$ cat config.mk
export PLATFORM = sky130hd
export DESIGN_NAME = memSubsys
export DESIGN_NICKNAME = d
export VERILOG_FILES = /design/src/logic/memPkg.sv /design/src/logic/storeAlign.sv /design/src/logic/loadExtend.sv /design/src/logic/memStage.sv /design/src/logic/dbusMaster.sv /design/src/logic/memSubsys.sv
export SDC_FILE = /design/constraint.sdc
export NUM_CORES = 1
export LEC_CHECK = 0
export BUFFER_PORTS_ARGS = -buffer_cell sky130_fd_sc_hd__buf_2
export CORE_ASPECT_RATIO = 2
export CORE_MARGIN = 2
export CORE_UTILIZATION = 55
export CTS_BUF_LIST = sky130_fd_sc_hd__clkbuf_2
export DETAILED_ROUTE_END_ITERATION = 8
export PLACE_DENSITY = 0.93
export SLEW_MARGIN = 5
export SYNTH_ARGS = -nofsm -noshare
export SYNTH_HDL_FRONTEND = slang
export SYNTH_HIERARCHICAL = 1
export SYNTH_SLANG_ARGS = --single-unit
$ cat constraint.sdc
create_clock -name clk -period 15.32 [get_ports clk]
set_input_delay 2.298 -clock clk [delete_from_list [all_inputs] [get_ports clk]]
set_output_delay 2.298 -clock clk [all_outputs]
set_load 0.02 [all_outputs]
$ cat src/logic/memPkg.sv
`default_nettype none

package memPkg;

    // ~~~~~~~~~~~~~~~~~~~~~~~~~~~~~~~~~~~~~~~~~~~~~~~~~~~~~~~~~~~~~~~~~~~~~~~~~
    // Data path widths
    // ~~~~~~~~~~~~~~~~~~~~~~~~~~~~~~~~~~~~~~~~~~~~~~~~~~~~~~~~~~~~~~~~~~~~~~~~~

    typedef logic [31:0] wordT;                 // Data word or virtual address.
    typedef logic [3:0]  strobeT;               // One bit per byte lane.

    // ~~~~~~~~~~~~~~~~~~~~~~~~~~~~~~~~~~~~~~~~~~~~~~~~~~~~~~~~~~~~~~~~~~~~~~~~~
    // Encodings
    // ~~~~~~~~~~~~~~~~~~~~~~~~~~~~~~~~~~~~~~~~~~~~~~~~~~~~~~~~~~~~~~~~~~~~~~~~~

    typedef enum logic [1:0] {
        sizeByte = 2'd0,
        sizeHalf = 2'd1,
        sizeWord = 2'd2
    } msizeT;

    // Address errors only; other causes are raised upstream.
    typedef enum logic [1:0] {
        excNone = 2'd0,
        excAdEL = 2'd1,
        excAdES = 2'd2
    } excCodeT;

    typedef enum logic [1:0] {
        busIdle  = 2'd0,
        busLane1 = 2'd1,                        // Older access on the bus.
        busLane0 = 2'd2,
        busDone  = 2'd3
    } busStateT;

endpackage

`default_nettype wire

$ cat src/logic/storeAlign.sv
`timescale 1ns/1ps
`default_nettype none

module storeAlign import memPkg::*; (
    input  msizeT      size,
    input  logic [1:0] addrLow,
    input  wordT       storeData,
    output wordT       laneData,
    output strobeT     sel,
    output logic       misaligned
);

    always_comb begin
        laneData   = storeData;
        sel        = '0;
        misaligned = 1'b0;
        case (size)
            sizeByte: begin
                laneData = {4{storeData[7:0]}};     // Every lane carries the byte.
                sel      = strobeT'(4'b0001 << addrLow);
            end
            sizeHalf: begin
                laneData = {2{storeData[15:0]}};
                if (addrLow[0]) begin
                    misaligned = 1'b1;
                end else begin
                    sel = addrLow[1] ? 4'b1100 : 4'b0011;
                end
            end
            sizeWord: begin
                if (addrLow != 2'b00) begin
                    misaligned = 1'b1;
                end else begin
                    sel = 4'b1111;
                end
            end
            default: begin
                sel = '0;                           // Unused size code selects nothing.
            end
        endcase
    end

endmodule

`default_nettype wire

$ cat src/logic/loadExtend.sv
`timescale 1ns/1ps
`default_nettype none

module loadExtend import memPkg::*; (
    input  msizeT      size,
    input  logic [1:0] addrLow,
    input  logic       signExt,
    input  wordT       readWord,
    output wordT       loadValue
);

    wordT shifted;

    // Bring the addressed byte lane down to bit 0.
    assign shifted = readWord >> {addrLow, 3'b000};

    always_comb begin
        case (size)
            sizeByte: begin
                loadValue = {{24{signExt & shifted[7]}}, shifted[7:0]};
            end
            sizeHalf: begin
                loadValue = {{16{signExt & shifted[15]}}, shifted[15:0]};
            end
            default: begin
                loadValue = readWord;               // Word loads are aligned already.
            end
        endcase
    end

endmodule

`default_nettype wire

$ cat src/logic/memStage.sv
`timescale 1ns/1ps
`default_nettype none

module memStage import memPkg::*; #(
    parameter int AdrWidth = 29
) (
    input  logic                laneValid0,
    input  logic                isLoad0,
    input  logic                isStore0,
    input  msizeT               size0,
    input  wordT                vaddr0,
    input  wordT                storeData0,
    input  logic                excIn0,
    input  logic                laneValid1,
    input  logic                isLoad1,
    input  logic                isStore1,
    input  msizeT               size1,
    input  wordT                vaddr1,
    input  wordT                storeData1,
    input  logic                excIn1,
    output logic                go0,
    output logic                we0,
    output strobeT              sel0,
    output logic [AdrWidth-1:0] adr0,
    output wordT                dat0,
    output logic                go1,
    output logic                we1,
    output strobeT              sel1,
    output logic [AdrWidth-1:0] adr1,
    output wordT                dat1,
    output logic                excM,
    output logic                excLane,
    output excCodeT             excCode,
    output wordT                badVaddr
);

    logic mem0, mem1;                               // Lane holds a load or a store.
    logic misRaw0, misRaw1;
    logic bad0, bad1;                               // Misaligned memory access.
    logic exc0, exc1;                               // Pending exception from upstream.
    logic kill1;

    // kseg0 and kseg1 both map onto the low 512 MB; the rest is unmapped here.
    function automatic wordT toPhys(input wordT va);
        if (va[31:30] == 2'b10) begin
            return {3'b000, va[28:0]};
        end
        return va;
    endfunction

    storeAlign uAlign1 (
        .size       (size1),
        .addrLow    (vaddr1[1:0]),
        .storeData  (storeData1),
        .laneData   (dat1),
        .sel        (sel1),
        .misaligned (misRaw1)
    );

    storeAlign uAlign0 (
        .size       (size0),
        .addrLow    (vaddr0[1:0]),
        .storeData  (storeData0),
        .laneData   (dat0),
        .sel        (sel0),
        .misaligned (misRaw0)
    );

    assign mem1 = laneValid1 && (isLoad1 || isStore1);
    assign mem0 = laneValid0 && (isLoad0 || isStore0);
    assign bad1 = mem1 && misRaw1;                  // Loads follow the store rule.
    assign bad0 = mem0 && misRaw0;
    assign exc1 = laneValid1 && excIn1;
    assign exc0 = laneValid0 && excIn0;

    assign kill1 = exc1 || bad1;                    // Anything wrong on lane 1 kills lane 0.

    assign go1 = mem1 && !kill1;
    assign go0 = mem0 && !exc0 && !bad0 && !kill1;
    assign we1 = isStore1;
    assign we0 = isStore0;

    assign adr1 = AdrWidth'(toPhys(vaddr1));
    assign adr0 = AdrWidth'(toPhys(vaddr0));

    // ~~~~~~~~~~~~~~~~~~~~~~~~~~~~~~~~~~~~~~~~~~~~~~~~~~~~~~~~~~~~~~~~~~~~~~~~~
    // Exception resolution in program order
    // ~~~~~~~~~~~~~~~~~~~~~~~~~~~~~~~~~~~~~~~~~~~~~~~~~~~~~~~~~~~~~~~~~~~~~~~~~

    always_comb begin
        excM     = 1'b0;
        excLane  = 1'b0;
        excCode  = excNone;
        badVaddr = '0;
        if (exc1) begin
            excM    = 1'b1;                         // Cause is already known upstream.
            excLane = 1'b1;
        end else if (bad1) begin
            excM     = 1'b1;
            excLane  = 1'b1;
            excCode  = isStore1 ? excAdES : excAdEL;
            badVaddr = vaddr1;
        end else if (exc0) begin
            excM = 1'b1;
        end else if (bad0) begin
            excM     = 1'b1;
            excCode  = isStore0 ? excAdES : excAdEL;
            badVaddr = vaddr0;
        end
    end

endmodule

`default_nettype wire

$ cat src/logic/dbusMaster.sv
`timescale 1ns/1ps
`default_nettype none

module dbusMaster import memPkg::*; #(
    parameter int AdrWidth = 29
) (
    input  logic                clk,
    input  logic                rstN,
    input  logic                issue,
    input  logic                go0,
    input  logic                we0,
    input  strobeT              sel0,
    input  logic [AdrWidth-1:0] adr0,
    input  wordT                dat0,
    input  logic                go1,
    input  logic                we1,
    input  strobeT              sel1,
    input  logic [AdrWidth-1:0] adr1,
    input  wordT                dat1,
    input  msizeT               size0,
    input  msizeT               size1,
    input  logic                signExt0,
    input  logic                signExt1,
    input  logic [1:0]          addrLow0,
    input  logic [1:0]          addrLow1,
    input  logic                excMNext,
    input  logic                excLaneNext,
    input  excCodeT             excCodeNext,
    input  wordT                badVaddrNext,
    output logic                cyc,
    output logic                stb,
    output logic                we,
    output strobeT              sel,
    output logic [AdrWidth-3:0] adr,
    output wordT                datW,
    input  wordT                datR,
    input  logic                ack,
    output logic                busy,
    output logic                done,
    output logic                excM,
    output logic                excLane,
    output excCodeT             excCode,
    output wordT                badVaddr,
    output wordT                loadData0,
    output wordT                loadData1
);

    busStateT            state;
    logic                cycQ;
    logic                start;
    logic                laneOne;
    logic                go0Q, we0Q, we1Q;
    strobeT              sel0Q, sel1Q;
    logic [AdrWidth-3:0] adr0Q, adr1Q;
    wordT                dat0Q, dat1Q;
    msizeT               size0Q, size1Q;
    logic                sext0Q, sext1Q;
    logic [1:0]          low0Q, low1Q;
    wordT                loadValue;

    assign start   = issue && (state == busIdle);
    assign laneOne = (state == busLane1);
    assign busy    = (state != busIdle);

    // Request fields are steady for the whole lane state.
    assign cyc  = cycQ;
    assign stb  = cycQ;
    assign we   = laneOne ? we1Q : we0Q;
    assign sel  = laneOne ? sel1Q : sel0Q;
    assign adr  = laneOne ? adr1Q : adr0Q;
    assign datW = laneOne ? dat1Q : dat0Q;

    loadExtend uExtend (
        .size      (laneOne ? size1Q : size0Q),
        .addrLow   (laneOne ? low1Q : low0Q),
        .signExt   (laneOne ? sext1Q : sext0Q),
        .readWord  (datR),
        .loadValue (loadValue)
    );

    // ~~~~~~~~~~~~~~~~~~~~~~~~~~~~~~~~~~~~~~~~~~~~~~~~~~~~~~~~~~~~~~~~~~~~~~~~~
    // Bus FSM
    // ~~~~~~~~~~~~~~~~~~~~~~~~~~~~~~~~~~~~~~~~~~~~~~~~~~~~~~~~~~~~~~~~~~~~~~~~~

    always_ff @(posedge clk) begin
        if (!rstN) begin
            state <= busIdle;
            cycQ  <= 1'b0;
            done  <= 1'b0;
            excM  <= 1'b0;
        end else begin
            done <= (state == busDone);
            case (state)
                busIdle: begin
                    if (issue) begin
                        excM <= excMNext;
                        if (go1) begin
                            state <= busLane1;
                        end else if (go0) begin
                            state <= busLane0;
                        end else begin
                            state <= busDone;
                        end
                    end
                end
                busLane1, busLane0: begin
                    if (!cycQ) begin
                        cycQ <= 1'b1;               // Open the cycle one clock in.
                    end else if (ack) begin
                        cycQ  <= 1'b0;
                        state <= (laneOne && go0Q) ? busLane0 : busDone;
                    end
                end
                default: begin
                    state <= busIdle;
                end
            endcase
        end
    end

    always_ff @(posedge clk) begin
        if (start) begin
            go0Q      <= go0;
            we0Q      <= we0;
            we1Q      <= we1;
            sel0Q     <= sel0;
            sel1Q     <= sel1;
            adr0Q     <= adr0[AdrWidth-1:2];
            adr1Q     <= adr1[AdrWidth-1:2];
            dat0Q     <= dat0;
            dat1Q     <= dat1;
            size0Q    <= size0;
            size1Q    <= size1;
            sext0Q    <= signExt0;
            sext1Q    <= signExt1;
            low0Q     <= addrLow0;
            low1Q     <= addrLow1;
            excLane   <= excLaneNext;
            excCode   <= excCodeNext;
            badVaddr  <= badVaddrNext;
            loadData0 <= '0;                        // Stays zero unless this lane loads.
            loadData1 <= '0;
        end else if (cycQ && ack && !we) begin
            if (laneOne) begin
                loadData1 <= loadValue;
            end else begin
                loadData0 <= loadValue;
            end
        end
    end

endmodule

`default_nettype wire

$ cat src/logic/memSubsys.sv
`timescale 1ns/1ps
`default_nettype none

module memSubsys import memPkg::*; #(
    parameter int AdrWidth = 29
) (
    input  logic                clk,
    input  logic                rstN,
    input  logic                laneValid0,
    input  logic                isLoad0,
    input  logic                isStore0,
    input  msizeT               size0,
    input  logic                signExt0,
    input  wordT                vaddr0,
    input  wordT                storeData0,
    input  logic                excIn0,
    input  logic                laneValid1,
    input  logic                isLoad1,
    input  logic                isStore1,
    input  msizeT               size1,
    input  logic                signExt1,
    input  wordT                vaddr1,
    input  wordT                storeData1,
    input  logic                excIn1,
    input  logic                issue,
    output logic                busy,
    output logic                done,
    output logic                excM,
    output logic                excLane,
    output excCodeT             excCode,
    output wordT                badVaddr,
    output wordT                loadData0,
    output wordT                loadData1,
    output logic                cyc,
    output logic                stb,
    output logic                we,
    output strobeT              sel,
    output logic [AdrWidth-3:0] adr,
    output wordT                datW,
    input  wordT                datR,
    input  logic                ack
);

    logic                go0, go1;
    logic                we0, we1;
    strobeT              sel0, sel1;
    logic [AdrWidth-1:0] adr0, adr1;
    wordT                dat0, dat1;
    logic                stageExcM;
    logic                stageExcLane;
    excCodeT             stageExcCode;
    wordT                stageBadVaddr;

    memStage #(.AdrWidth(AdrWidth)) uStage (
        .laneValid0 (laneValid0),
        .isLoad0    (isLoad0),
        .isStore0   (isStore0),
        .size0      (size0),
        .vaddr0     (vaddr0),
        .storeData0 (storeData0),
        .excIn0     (excIn0),
        .laneValid1 (laneValid1),
        .isLoad1    (isLoad1),
        .isStore1   (isStore1),
        .size1      (size1),
        .vaddr1     (vaddr1),
        .storeData1 (storeData1),
        .excIn1     (excIn1),
        .go0        (go0),
        .we0        (we0),
        .sel0       (sel0),
        .adr0       (adr0),
        .dat0       (dat0),
        .go1        (go1),
        .we1        (we1),
        .sel1       (sel1),
        .adr1       (adr1),
        .dat1       (dat1),
        .excM       (stageExcM),
        .excLane    (stageExcLane),
        .excCode    (stageExcCode),
        .badVaddr   (stageBadVaddr)
    );

    dbusMaster #(.AdrWidth(AdrWidth)) uMaster (
        .clk          (clk),
        .rstN         (rstN),
        .issue        (issue),
        .go0          (go0),
        .we0          (we0),
        .sel0         (sel0),
        .adr0         (adr0),
        .dat0         (dat0),
        .go1          (go1),
        .we1          (we1),
        .sel1         (sel1),
        .adr1         (adr1),
        .dat1         (dat1),
        .size0        (size0),
        .size1        (size1),
        .signExt0     (signExt0),
        .signExt1     (signExt1),
        .addrLow0     (vaddr0[1:0]),
        .addrLow1     (vaddr1[1:0]),
        .excMNext     (stageExcM),
        .excLaneNext  (stageExcLane),
        .excCodeNext  (stageExcCode),
        .badVaddrNext (stageBadVaddr),
        .cyc          (cyc),
        .stb          (stb),
        .we           (we),
        .sel          (sel),
        .adr          (adr),
        .datW         (datW),
        .datR         (datR),
        .ack          (ack),
        .busy         (busy),
        .done         (done),
        .excM         (excM),
        .excLane      (excLane),
        .excCode      (excCode),
        .badVaddr     (badVaddr),
        .loadData0    (loadData0),
        .loadData1    (loadData1)
    );

endmodule

`default_nettype wire

Yosys cells after proc, flatten, opt, wreduce, memory -nomap -nowiden
Cells that the tools add are included.

Bits in read-only memories: 0. Latch bits: 0. Register bits: 243. Word-level logic and storage cells: 128. Input bits: 178. Memories kept: 0. Memory bits (writable): 0. Output and inout bits: 168.

Add/sub/neg operators: 0. Reductions and logical operators: 33. Bitwise operators: 3. Equality and inequality tests: 13. Multipliers: 0. Mux-type cells: 52. Order comparisons: 0. Shift operators: 3. Divide/modulo/power cells: 0.

Operators with widths (count): one-hot mux 32 bit (2 select lines) (3); 2-to-1 mux 32 bit (4); 2-to-1 mux 29 bit (4); right shift 32 x 5 -> 16 bit (1); 2-to-1 mux 4 bit (7); 2-to-1 mux 27 bit (1); one-hot mux 4 bit (3 select lines) (2); 2-to-1 mux 2 bit (11); 2-to-1 mux 1 bit (17); logical AND 1 bit (14); == test 2 bit (second input constant) (6); == test 2 x 1 -> 1 bit (second input constant) (4); zero test 2 bit (4); left shift 1 x 2 -> 4 bit (first input constant) (2); AND reduction 2 bit (3); nonzero test 2 bit (3); zero test 1 bit (4); inequality test 2 bit (second input constant) (2); one-hot mux 1 bit (2 select lines) (2); one-hot mux 2 bit (2 select lines) (1); logical OR 1 bit (3); AND reduction 3 bit (1); AND 1 bit (2); inequality test 2 x 1 -> 1 bit (second input constant) (1); other kinds (2) (2).

Longest topological paths before layout
Gate-level depths: netlist of run 1.

Word-level depth: 11. Gate-level depth with buffers: 12. Gate-level depth less buffers: 10.

Hierarchy
Netlist of run 1, hierarchy kept.

Modules (own cells, without submodules): dbusMaster (sequential area each 6606.3 um^2, cells an instance 566, instances 1, area an instance 8629.5 um^2); storeAlign (sequential area each 0.0 um^2, cells an instance 105, instances 2, area an instance 601.8 um^2); memStage (sequential area each 0.0 um^2, cells an instance 117, instances 1, area an instance 948.4 um^2); loadExtend (sequential area each 0.0 um^2, cells an instance 112, instances 1, area an instance 737.0 um^2).

Worst setup path after synthesis of run 1
No wires, ideal clock.

Path type: input -> register. Start: input issue. End: register uMaster.adr0Q[0] (enable). Buffers on the path: 1. Path slack: 7.350 ns. Data required time: 14.714 ns. Cell stages on the path: 2. Data arrival time: 7.364 ns. Library setup time: 0.606 ns. Path through: and2_1 -> clkbuf_1.

Longest elaborated chain between the ends: 1.

RTL lines: from (decl) (line memSubsys.sv:25) `input logic issue,`; logical AND 1 bit (line dbusMaster.sv:61) `assign start = issue && (state == busIdle);`; named net uMaster.start (line dbusMaster.sv:50) `logic start;`; to (signal assigned) (line dbusMaster.sv:128) `adr0Q <= adr0[AdrWidth-1:2];`; to (decl) (line dbusMaster.sv:54) `logic [AdrWidth-3:0] adr0Q, adr1Q;`.

The timed path passes the listed nets, and every way through them passes these cells. A chain may end at the register's enable or synchronous reset.

Worst setup path in the final report of run 1
Start: register uMaster.state[0]. End: output adr[15].

Longest elaborated chain between the ends: 2.

RTL lines: from (decl) (line dbusMaster.sv:48) `busStateT state;`; from (signal assigned) (line dbusMaster.sv:87) `state <= busIdle;`; from (signal assigned) (line dbusMaster.sv:98) `state <= busLane1;`; from (signal assigned) (line dbusMaster.sv:100) `state <= busLane0;`; == test 2 x 1 -> 1 bit (line dbusMaster.sv:62) `assign laneOne = (state == busLane1);`; 2-to-1 mux 27 bit (line dbusMaster.sv:70) `assign adr = laneOne ? adr1Q : adr0Q;`; to (decl) (line memSubsys.sv:38) `output logic [AdrWidth-3:0] adr,`.

Every way passes these cells.

==> impl_metrics.yaml, run 1 <==
grt:
  grt_pass1_vias: 9061
  grt_usage: 0.277
  grt_pass1_wl_um: 47100
  grt.overflow.total: 0
  grt_max_degree: 102
  antenna_found_initial: 6
synthesis:
  synthCells: 1001
  avgSynthCellArea_um2: 11.5
  syn_area_mm2: 0.0115
  syn-num-nets: 1196
  ys_warn_count: 6
critical_path:
  critPathTopFamily: "buffers and inverters"
  critPathMaxFanout: 69
  cp_cell_sequence: "ha_4 > buf_4 > mux2_2 > buf_2"
  slowest_delay_ps: 720
  crit_slowest_cell: "buf_4"
  cp_data_arrival_time_ps: 2840
  path_class: "reg -> out"
  crit_path_end_kind: "output port"
  critPathBufInv: 2
  cp.required_ps: 13020
  r2r_setup_slack_ps: 11290
  crit_path_start_kind: "register"
clock_network:
  h-tree-depth: 2
  post-cts-setup-buffers: 0
  cts_root_buf: "clkbuf_2"
  cts_buffer_depth: 3
  insertion_delay_ps: 800
  postCtsHoldBufs: 0
  cts_resized: 0
  cts.sinks: 243
  clk_pin_slew_ps: 110
  numCtsBuffers: 50
  cts_tree: "done"
flow_run:
  maxCapViolations: 0
sta:
  slew_headroom: 0.160
  final-setup-viol-count: 0
  finalSetupTns_ps: 0
  slew_viol_final: 0
  finalHoldViolations: 0
  fin_crit_sh: 0.335
  fmax_ghz: 0.195
  fin_crit_ps: 5140
  rsz0062_at_grt: "no"
  skew_ps: 83.9
  tightest_slew_ps: 1260
finish:
  num-fill-cells: 1604
  finalNetCount: 1471
  drive_gt1_frac: 0.402
  syn2layout_area_growth_pct: 14.5
  final_cells: 1582
  utilization: 0.643
die:
  start_util: 0.561
  die_area_mm2: 0.0221
  rows: 74
  ioPinCount: 346
  die_w_um: 106
  die_h_um: 208
  core_mm2: 0.0205
pwr:
  p_leak_nw: 5.56
  ir_worst_vdd_mv: 0.0880
  power_density_mw_per_mm2: 162
drt:
  drc: 0
  first_iter_violations: 676
  dr.pass1.iters: 5
  detail-route-antenna-nets: 0
  post_drt_wl_per_cell_um: 20.0
  via_per_inst: 5.66
  finalWirelength_um: 31600
  route.vias.total: 8955
placement:
  port_buffers: 345
  dp_cells: 1490
  gp_congestion: 0.936
  dpl.hpwl_um: 23200
min_path:
  hp-class: "reg -> reg"
status:
  outcome: "complete, no violations"
## flip-flops by register name, indices dropped and copies added, names as in the netlist, 2 cells and up
signal / cells
uMaster/state: 2
uMaster/adr1Q: 27
uMaster/sel0Q: 4
uMaster/size0Q: 2
uMaster/adr0Q: 27
uMaster/loadData0: 32
uMaster/dat1Q: 32
uMaster/size1Q: 2
uMaster/low1Q: 2
uMaster/low0Q: 2
uMaster/sel1Q: 4
uMaster/badVaddr: 32
uMaster/loadData1: 32
uMaster/dat0Q: 32
uMaster/excCode: 2
## layout make-up
cell class / count / area, µm² / share of cell area
Antenna cell: 6 / 15.0 / 0.00114
Inverter: 19 / 71.3 / 0.00542
Timing Repair Buffer: 352 / 1780 / 0.135
Tap cell: 266 / 333 / 0.0253
Clock inverter: 20 / 109 / 0.00827
Clock buffer: 66 / 330 / 0.0251
Multi-Input combinational cell: 610 / 3910 / 0.297
Sequential cell: 243 / 6610 / 0.502
## final timing paths
check                                                          end  cells past startpoint                               from
worst max-delay path                                       adr[15]                      4      uMaster/state[0]$_SDFFE_PN0P_
worst min register to register   uMaster/loadData0[8]$_SDFFE_PP0P_                      2  uMaster/loadData0[8]$_SDFFE_PP0P_
worst min-delay path             uMaster/loadData0[8]$_SDFFE_PP0P_                      2  uMaster/loadData0[8]$_SDFFE_PP0P_
worst max register to register  uMaster/loadData1[19]$_SDFFE_PP0P_                      8      uMaster/state[0]$_SDFFE_PN0P_
## per-layer routing
| layer | routed length (µm) | track usage | vias to the layer above |
|---|---|---|---|
| li1 | - | - | 4108 |
| met1 | 10100 | 0.270 | 4195 |
| met2 | 17500 | 0.525 | 522 |
| met3 | 2100 | 0.0445 | 130 |
| met4 | 2000 | 0.176 | 0 |
| met5 | 0 | 0 | - |
## placed cells by master (no fill, tap or decap), types with 3 or more instances in the layout
master	n
edfxtp_1	174
nand3b_1	7
and2_1	3
buf_4	7
nand2b_1	4
nor3_1	5
nand2_1	196
nor2b_1	4
clkinv_1	13
o211a_1	7
clkinv_2	6
o21ai_0	27
o2bb2ai_1	7
inv_1	18
ha_1	16
dfxtp_1	69
diode_2	6
buf_2	345
mux2_2	70
a211oi_1	3
a22o_1	35
a22o_2	20
o31ai_1	7
a2111oi_0	4
nor2_1	41
a21oi_1	100
o211ai_1	4
mux2i_1	10
clkbuf_2	66
o21ai_1	10
a21boi_0	3
## where the power goes
part | internal [mW] | total (mW) | switching, mW
Sequential | 0.867 | 0.909 | 0.0417
Clock | 0.135 | 0.378 | 0.242
Combinational | 0.282 | 0.849 | 0.567
Total | 1.28 | 2.14 | 0.851
## metrics by stage
| step | area, µm² | hold slack, ps | setup slack (ps) | power, mW |
|---|---|---|---|---|
| 4_1_cts | 13100 | 460 | 10090 | 2.14 |
| 3_3_place_gp | 12700 | 438 | 10060 | 1.74 |
| 6_report | 13200 | 457 | 10180 | 2.14 |
| 2_1_floorplan | 11500 | 524 | 7350 | 1.55 |
| 3_5_place_dp | 12700 | 444 | 9950 | 1.76 |
| 5_1_grt | 13200 | 481 | 9980 | 2.24 |
## worst min-delay path, delay by kind of cell (launching register included)
kind,cells,cell delay [ps]
flops,1,320
simple gates,1,50
compound gates,1,50
No activity file was read; power rests on OpenSTA's default activity.
==> inputs of run 2 (changes only) <==
--- a/config.mk
+++ b/config.mk
@@ -5,13 +5,14 @@
 export SDC_FILE = /design/constraint.sdc
 export NUM_CORES = 1
 export LEC_CHECK = 0
+export ABC_AREA = 1
 export BUFFER_PORTS_ARGS = -buffer_cell sky130_fd_sc_hd__buf_2
 export CORE_ASPECT_RATIO = 2
 export CORE_MARGIN = 2
-export CORE_UTILIZATION = 55
+export CORE_UTILIZATION = 49
 export CTS_BUF_LIST = sky130_fd_sc_hd__clkbuf_2
 export DETAILED_ROUTE_END_ITERATION = 8
-export PLACE_DENSITY = 0.93
+export PLACE_DENSITY = 0.88
 export SLEW_MARGIN = 5
 export SYNTH_ARGS = -nofsm -noshare
 export SYNTH_HDL_FRONTEND = slang
==> constraint.sdc (replaced) <==
create_clock -name clk -period 4.45 [get_ports clk]
set_input_delay 0.6675 -clock clk [delete_from_list [all_inputs] [get_ports clk]]
set_output_delay 0.6675 -clock clk [all_outputs]
set_load 0.02 [all_outputs]
==> run 2 against run 1 <==
  * Setup slack worse by 9200 ps
  * Sequential share of layout area is 4.9 points lower
  * First-iteration DRC count is 67% higher
  * Combinational power grew to 4.0 times the previous value
  * Design area is 11% higher
  * Critical path depth is 3 higher
  * Die area is 17% higher
  * Sequential cell count stayed put
  * Register-to-register slack worse by 10000 ps
  * Largest cell class unchanged
  * Critical path type unchanged
==> impl_metrics.yaml, run 2 <==
status:
  outcome: "complete, no violations"
clock_network:
  insertion_delay_ps: 880
  cts_root_buf: "clkbuf_2"
  numCtsBuffers: 52
  cts.sinks: 243
  cts_tree: "done"
  post-cts-setup-buffers: 0
  clk_pin_slew_ps: 120
  cts_buffer_depth: 3
  h-tree-depth: 2
finish:
  final_cell_mix: "nand2_1 (543), buf_2 (345), nor2_1 (201)"
  layout_commonest_cell: "nand2_1"
  drive_gt1_frac: 0.265
  final_cells: 2085
  syn2layout_area_growth_pct: 20.8
  utilization: 0.600
  finalNetCount: 1949
sta:
  fin_crit_sh: 0.783
  tightest_slew_ps: 941
  finalSetupTns_ps: 0
  fmax_ghz: 0.287
  rsz0062_at_grt: "no"
  holdWs_ps: 94.6
  final-setup-viol-count: 0
  slew_viol_final: 0
  finalHoldViolations: 0
  skew_ps: 74.3
  fin_crit_ps: 3480
  slew_headroom: 0.372
min_path:
  hold_path_depth: 3
  hp-class: "in -> reg"
  min_from: "storeData0[25]"
  whs_endpoint: "uMaster/dat0Q[25]$_DFFE_PP_"
drt:
  finalWirelength_um: 37900
  route.vias.total: 11188
  via_per_inst: 5.37
  detail-route-antenna-nets: 0
  drc: 0
  post_drt_wl_per_cell_um: 18.2
  dr.pass1.iters: 5
  first_iter_violations: 1130
die:
  rows: 81
  ioPinCount: 346
  die_h_um: 226
  die_w_um: 115
  start_util: 0.497
  die_area_mm2: 0.0260
  core_mm2: 0.0243
grt:
  grt_pass1_wl_um: 56100
  grt_pass1_vias: 10963
  grt.overflow.total: 0
  grt_max_degree: 176
  antenna_found_initial: 4
  grt_usage: 0.281
synthesis:
  syn_area_mm2: 0.0121
  syn-num-nets: 1595
  ys_warn_count: 6
  avgSynthCellArea_um2: 8.63
  synthCells: 1400
critical_path:
  critPathMaxFanout: 54
  cp_data_arrival_time_ps: 2820
  ff2ff_path_depth: 12
  rr_startpoint: "uMaster/state[0]$_SDFFE_PN0P_"
  path_class: "reg -> out"
  cp.required_ps: 3780
  crit_path_start_kind: "register"
  r2r_setup_slack_ps: 1300
  r2r-end: "uMaster/loadData1[26]$_SDFFE_PP0P_"
  crit_path_end_kind: "output port"
pwr:
  p_leak_nw: 7.09
  ir_worst_vdd_mv: 0.383
  p_total_mw: 7.99
  power_density_mw_per_mm2: 548
placement:
  gp_congestion: 0.900
  dp_cells: 1901
  port_buffers: 345
  dpl.hpwl_um: 24900
flow_run:
  maxCapViolations: 0
==> run 2: area by class of cell <==
type | instances | area [µm²]
fillers | 1980 | 9730
flip-flops and latches | 243 | 6610
multi-input cells | 974 | 4270
repair buffers | 441 | 2680
well taps | 290 | 363
clock buffers | 69 | 345
inverters | 42 | 175
clock inverters | 22 | 141
diodes | 4 | 10.0
==> run 2: per-stage QoR <==
step	area (µm²)	worst slack [ps]
final	14600	966
after global routing	14600	719
after CTS	14600	834
after detailed placement	13200	1150
after global placement	13200	1200
after floorplan	12100	552
==> run 2: layer usage <==
metal	share of wire	global-route usage
met4	0.074	0.203
met5	0	0
met1	0.32	0.282
met3	0.078	0.0550
met2	0.52	0.506
==> run 2: report_power, final <==
part | leakage (nW) | internal [mW] | switching, mW
combinational | 4.49 | 0.943 | 2.45
sequential | 2.24 | 3.00 | 0.158
clock | 0.363 | 0.543 | 0.895
==> run 2: worst max path at each step <==
| stage | start | end | slack, ps | depth (start not counted) |
|---|---|---|---|---|
| finish | uMaster/state[1]$_SDFFE_PN0P_ | adr[16] | 970 | 7 |
| global route | uMaster/state[1]$_SDFFE_PN0P_ | adr[16] | 720 | 7 |
| CTS | uMaster/state[1]$_SDFFE_PN0P_ | datW[14] | 830 | 7 |
| detailed placement | size0[1] | uMaster/state[0]$_SDFFE_PN0P_ | 1150 | 13 |
| global placement | size0[1] | uMaster/state[0]$_SDFFE_PN0P_ | 1200 | 13 |
| floorplan | uMaster/state[0]$_SDFFE_PN0P_ | uMaster/adr0Q[0]$_DFFE_PP_ | 550 | 5 |
==> run 2: critical path, cell delays in order, from the launching register on <==
cell and delay, ps:
dfxtp_1 420, inv_1 90, ha_2 270, inv_4 180
buf_4 570, nand2_1 120, nand2_1 140, buf_2 180
==> run 2: what timing repair did <==
action / CTS / global route
hold buffers: 89 / 0
hold endpoints to repair: 95 / 0
resized for setup: 0 / 0
==> inputs of run 3 (changes only) <==
--- a/config.mk
+++ b/config.mk
@@ -9,10 +9,10 @@
 export BUFFER_PORTS_ARGS = -buffer_cell sky130_fd_sc_hd__buf_2
 export CORE_ASPECT_RATIO = 2
 export CORE_MARGIN = 2
-export CORE_UTILIZATION = 49
+export CORE_UTILIZATION = 54
 export CTS_BUF_LIST = sky130_fd_sc_hd__clkbuf_2
 export DETAILED_ROUTE_END_ITERATION = 8
-export PLACE_DENSITY = 0.88
+export PLACE_DENSITY = 0.91
 export SLEW_MARGIN = 5
 export SYNTH_ARGS = -nofsm -noshare
 export SYNTH_HDL_FRONTEND = slang
==> constraint.sdc (replaced) <==
create_clock -name clk -period 3.4 [get_ports clk]
set_input_delay 0.51 -clock clk [delete_from_list [all_inputs] [get_ports clk]]
set_output_delay 0.51 -clock clk [all_outputs]
set_load 0.02 [all_outputs]
==> run 3 against run 2 <==
  * Setup slack lost 840 ps
  * Clock power grew 33%
  * Utilization grew 9.1 points
  * Critical path depth is the same
  * Design area grew 4.5%
  * Sequential share of layout area shrank 1.9 points
  * Routed wire length grew 11%
  * First-iteration DRC count grew 13%
  * Combinational power grew 35%
==> impl_metrics.yaml, run 3 (same netlist as run 2, synthesis figures left out) <==
finish:
  final_cell_mix: "nand2_1 (542), buf_2 (345), nor2_1 (201)"
  final_cells: 2138
  drive_gt1_frac: 0.261
  finalNetCount: 2014
  layout_commonest_cell: "nand2_1"
  syn2layout_area_growth_pct: 26.3
  utilization: 0.691
drt:
  route.vias.total: 11919
  drc: 0
  via_per_inst: 5.57
  post_drt_wl_per_cell_um: 19.6
  detail-route-antenna-nets: 0
  dr.pass1.iters: 6
  first_iter_violations: 1278
  finalWirelength_um: 42000
clock_network:
  h-tree-depth: 2
  post-cts-setup-buffers: 0
  clk_pin_slew_ps: 110
  numCtsBuffers: 51
  cts.sinks: 243
  cts_buffer_depth: 3
  insertion_delay_ps: 820
  cts_tree: "done"
  cts_root_buf: "clkbuf_2"
placement:
  dpl.hpwl_um: 24800
  gp_congestion: 0.979
  dp_slack_ps: 662
  port_buffers: 345
  dp_cells: 1891
critical_path:
  slowest_delay_ps: 430
  path_class: "reg -> out"
  critPathTopFamily: "buffers and inverters"
  cp_cell_sequence: "inv_2 > ha_2 > inv_4 > buf_6 > nand2_1 > nand2_1 > buf_2"
  cpMostUsedCell: "nand2_1"
  crit_path_end_kind: "output port"
  critPathBufInv: 4
  cp_data_arrival_time_ps: 2770
  cp.required_ps: 2890
  critPathMaxFanout: 61
  crit_slowest_cell: "buf_6"
  crit_path_start_kind: "register"
grt:
  grt_pass1_wl_um: 61400
  grt_pass1_vias: 12047
  antenna_found_initial: 6
  grt_max_degree: 176
  grt_usage: 0.345
  grt.overflow.total: 0
die:
  die_h_um: 216
  core_mm2: 0.0221
  start_util: 0.547
  die_w_um: 110
  ioPinCount: 346
  die_area_mm2: 0.0237
  rows: 77
flow_run:
  maxCapViolations: 0
sta:
  setup_ws_ps: 123
  slew_headroom: 0.316
  finalHoldViolations: 0
  fin_crit_sh: 0.964
  slew_viol_final: 0
  fin_crit_ps: 3280
  final-setup-viol-count: 0
  finalSetupTns_ps: 0
  skew_ps: 52.7
  fmax_ghz: 0.305
  tightest_slew_ps: 1030
min_path:
  hp-class: "in -> reg"
pwr:
  p_total_mw: 10.7
  p_leak_nw: 7.38
  power_density_mw_per_mm2: 700
  ir_worst_vdd_mv: 0.499
status:
  outcome: "complete, no violations"
-- run 3: cell types whose count changed in the layout (fill, tap and decap cells not counted), sizes merged --
cell         before  now
dlygate4sd3      89  151
diode             4    7
clkinv           20   15
buf             352  356
clkbuf           69   74
inv              41   39
-- run 3: what timing repair did --
action,CTS,global route
cloned,0,0
hold buffers,151,0
resized for setup,1,1
setup endpoints to repair,2,53
endpoints found under the hold margin,168,0
-- run 3: routing by layer --
metal / vias up / share of wire / global-route usage
met2: 966 / 0.52 / 0.602
met1: 5358 / 0.31 / 0.330
met4: 0 / 0.083 / 0.283
met5: - / 0 / 0
met3: 276 / 0.095 / 0.0791
li1: 5319 / - / -
-- run 3: area by class of cell --
cell class,instances,area (µm²)
fill,1591,6810
sequential,243,6610
multi-input combinational,974,4280
timing repair buffer,507,3340
clock buffer,74,370
tap,276,345
inverter,42,175
clock inverter,15,111
antenna,7,17.5
-- run 3: final timing paths --
path / startpoint / to / slack, ps / cells past startpoint
min: datR[0] / uMaster/loadData1[0]$_SDFFE_PP0P_ / 110 / 5
min reg2reg: uMaster/loadData1[22]$_SDFFE_PP0P_ / uMaster/loadData1[22]$_SDFFE_PP0P_ / 490 / 2
max: uMaster/state[1]$_SDFFE_PN0P_ / datW[29] / 120 / 7
max reg2reg: uMaster/state[1]$_SDFFE_PN0P_ / uMaster/loadData1[31]$_SDFFE_PP0P_ / 410 / 13
-- run 3: power breakdown --
part / leakage, nW / internal [mW] / switching (mW) / total [mW]
combinational: 4.78 / 1.31 / 3.27 / 4.58
clock: 0.361 / 0.730 / 1.18 / 1.91
sequential: 2.24 / 3.94 / 0.255 / 4.19
-- run 3: per-stage QoR --
| stage | instance area [µm²] | hold slack, ps |
|---|---|---|
| floorplan | 12100 | 476 |
| global placement | 13200 | 457 |
| detailed placement | 13200 | 464 |
| CTS | 15200 | 2.91 |
| global route | 15300 | 67.4 |
| finish | 15300 | 107 |
-- run 3: worst reg2reg max path, cell delays in order, from the launching register on --
cell and delay, ps:
dfxtp_2 370, inv_2 90, ha_2 460, inv_4 120, nand2_1 80, nand2_1 280, inv_4 280, nand2_1 70
nand3_1 100, nand2_2 90, nand3_4 220, nand3_1 140, o21ai_0 480, nor2_1 90
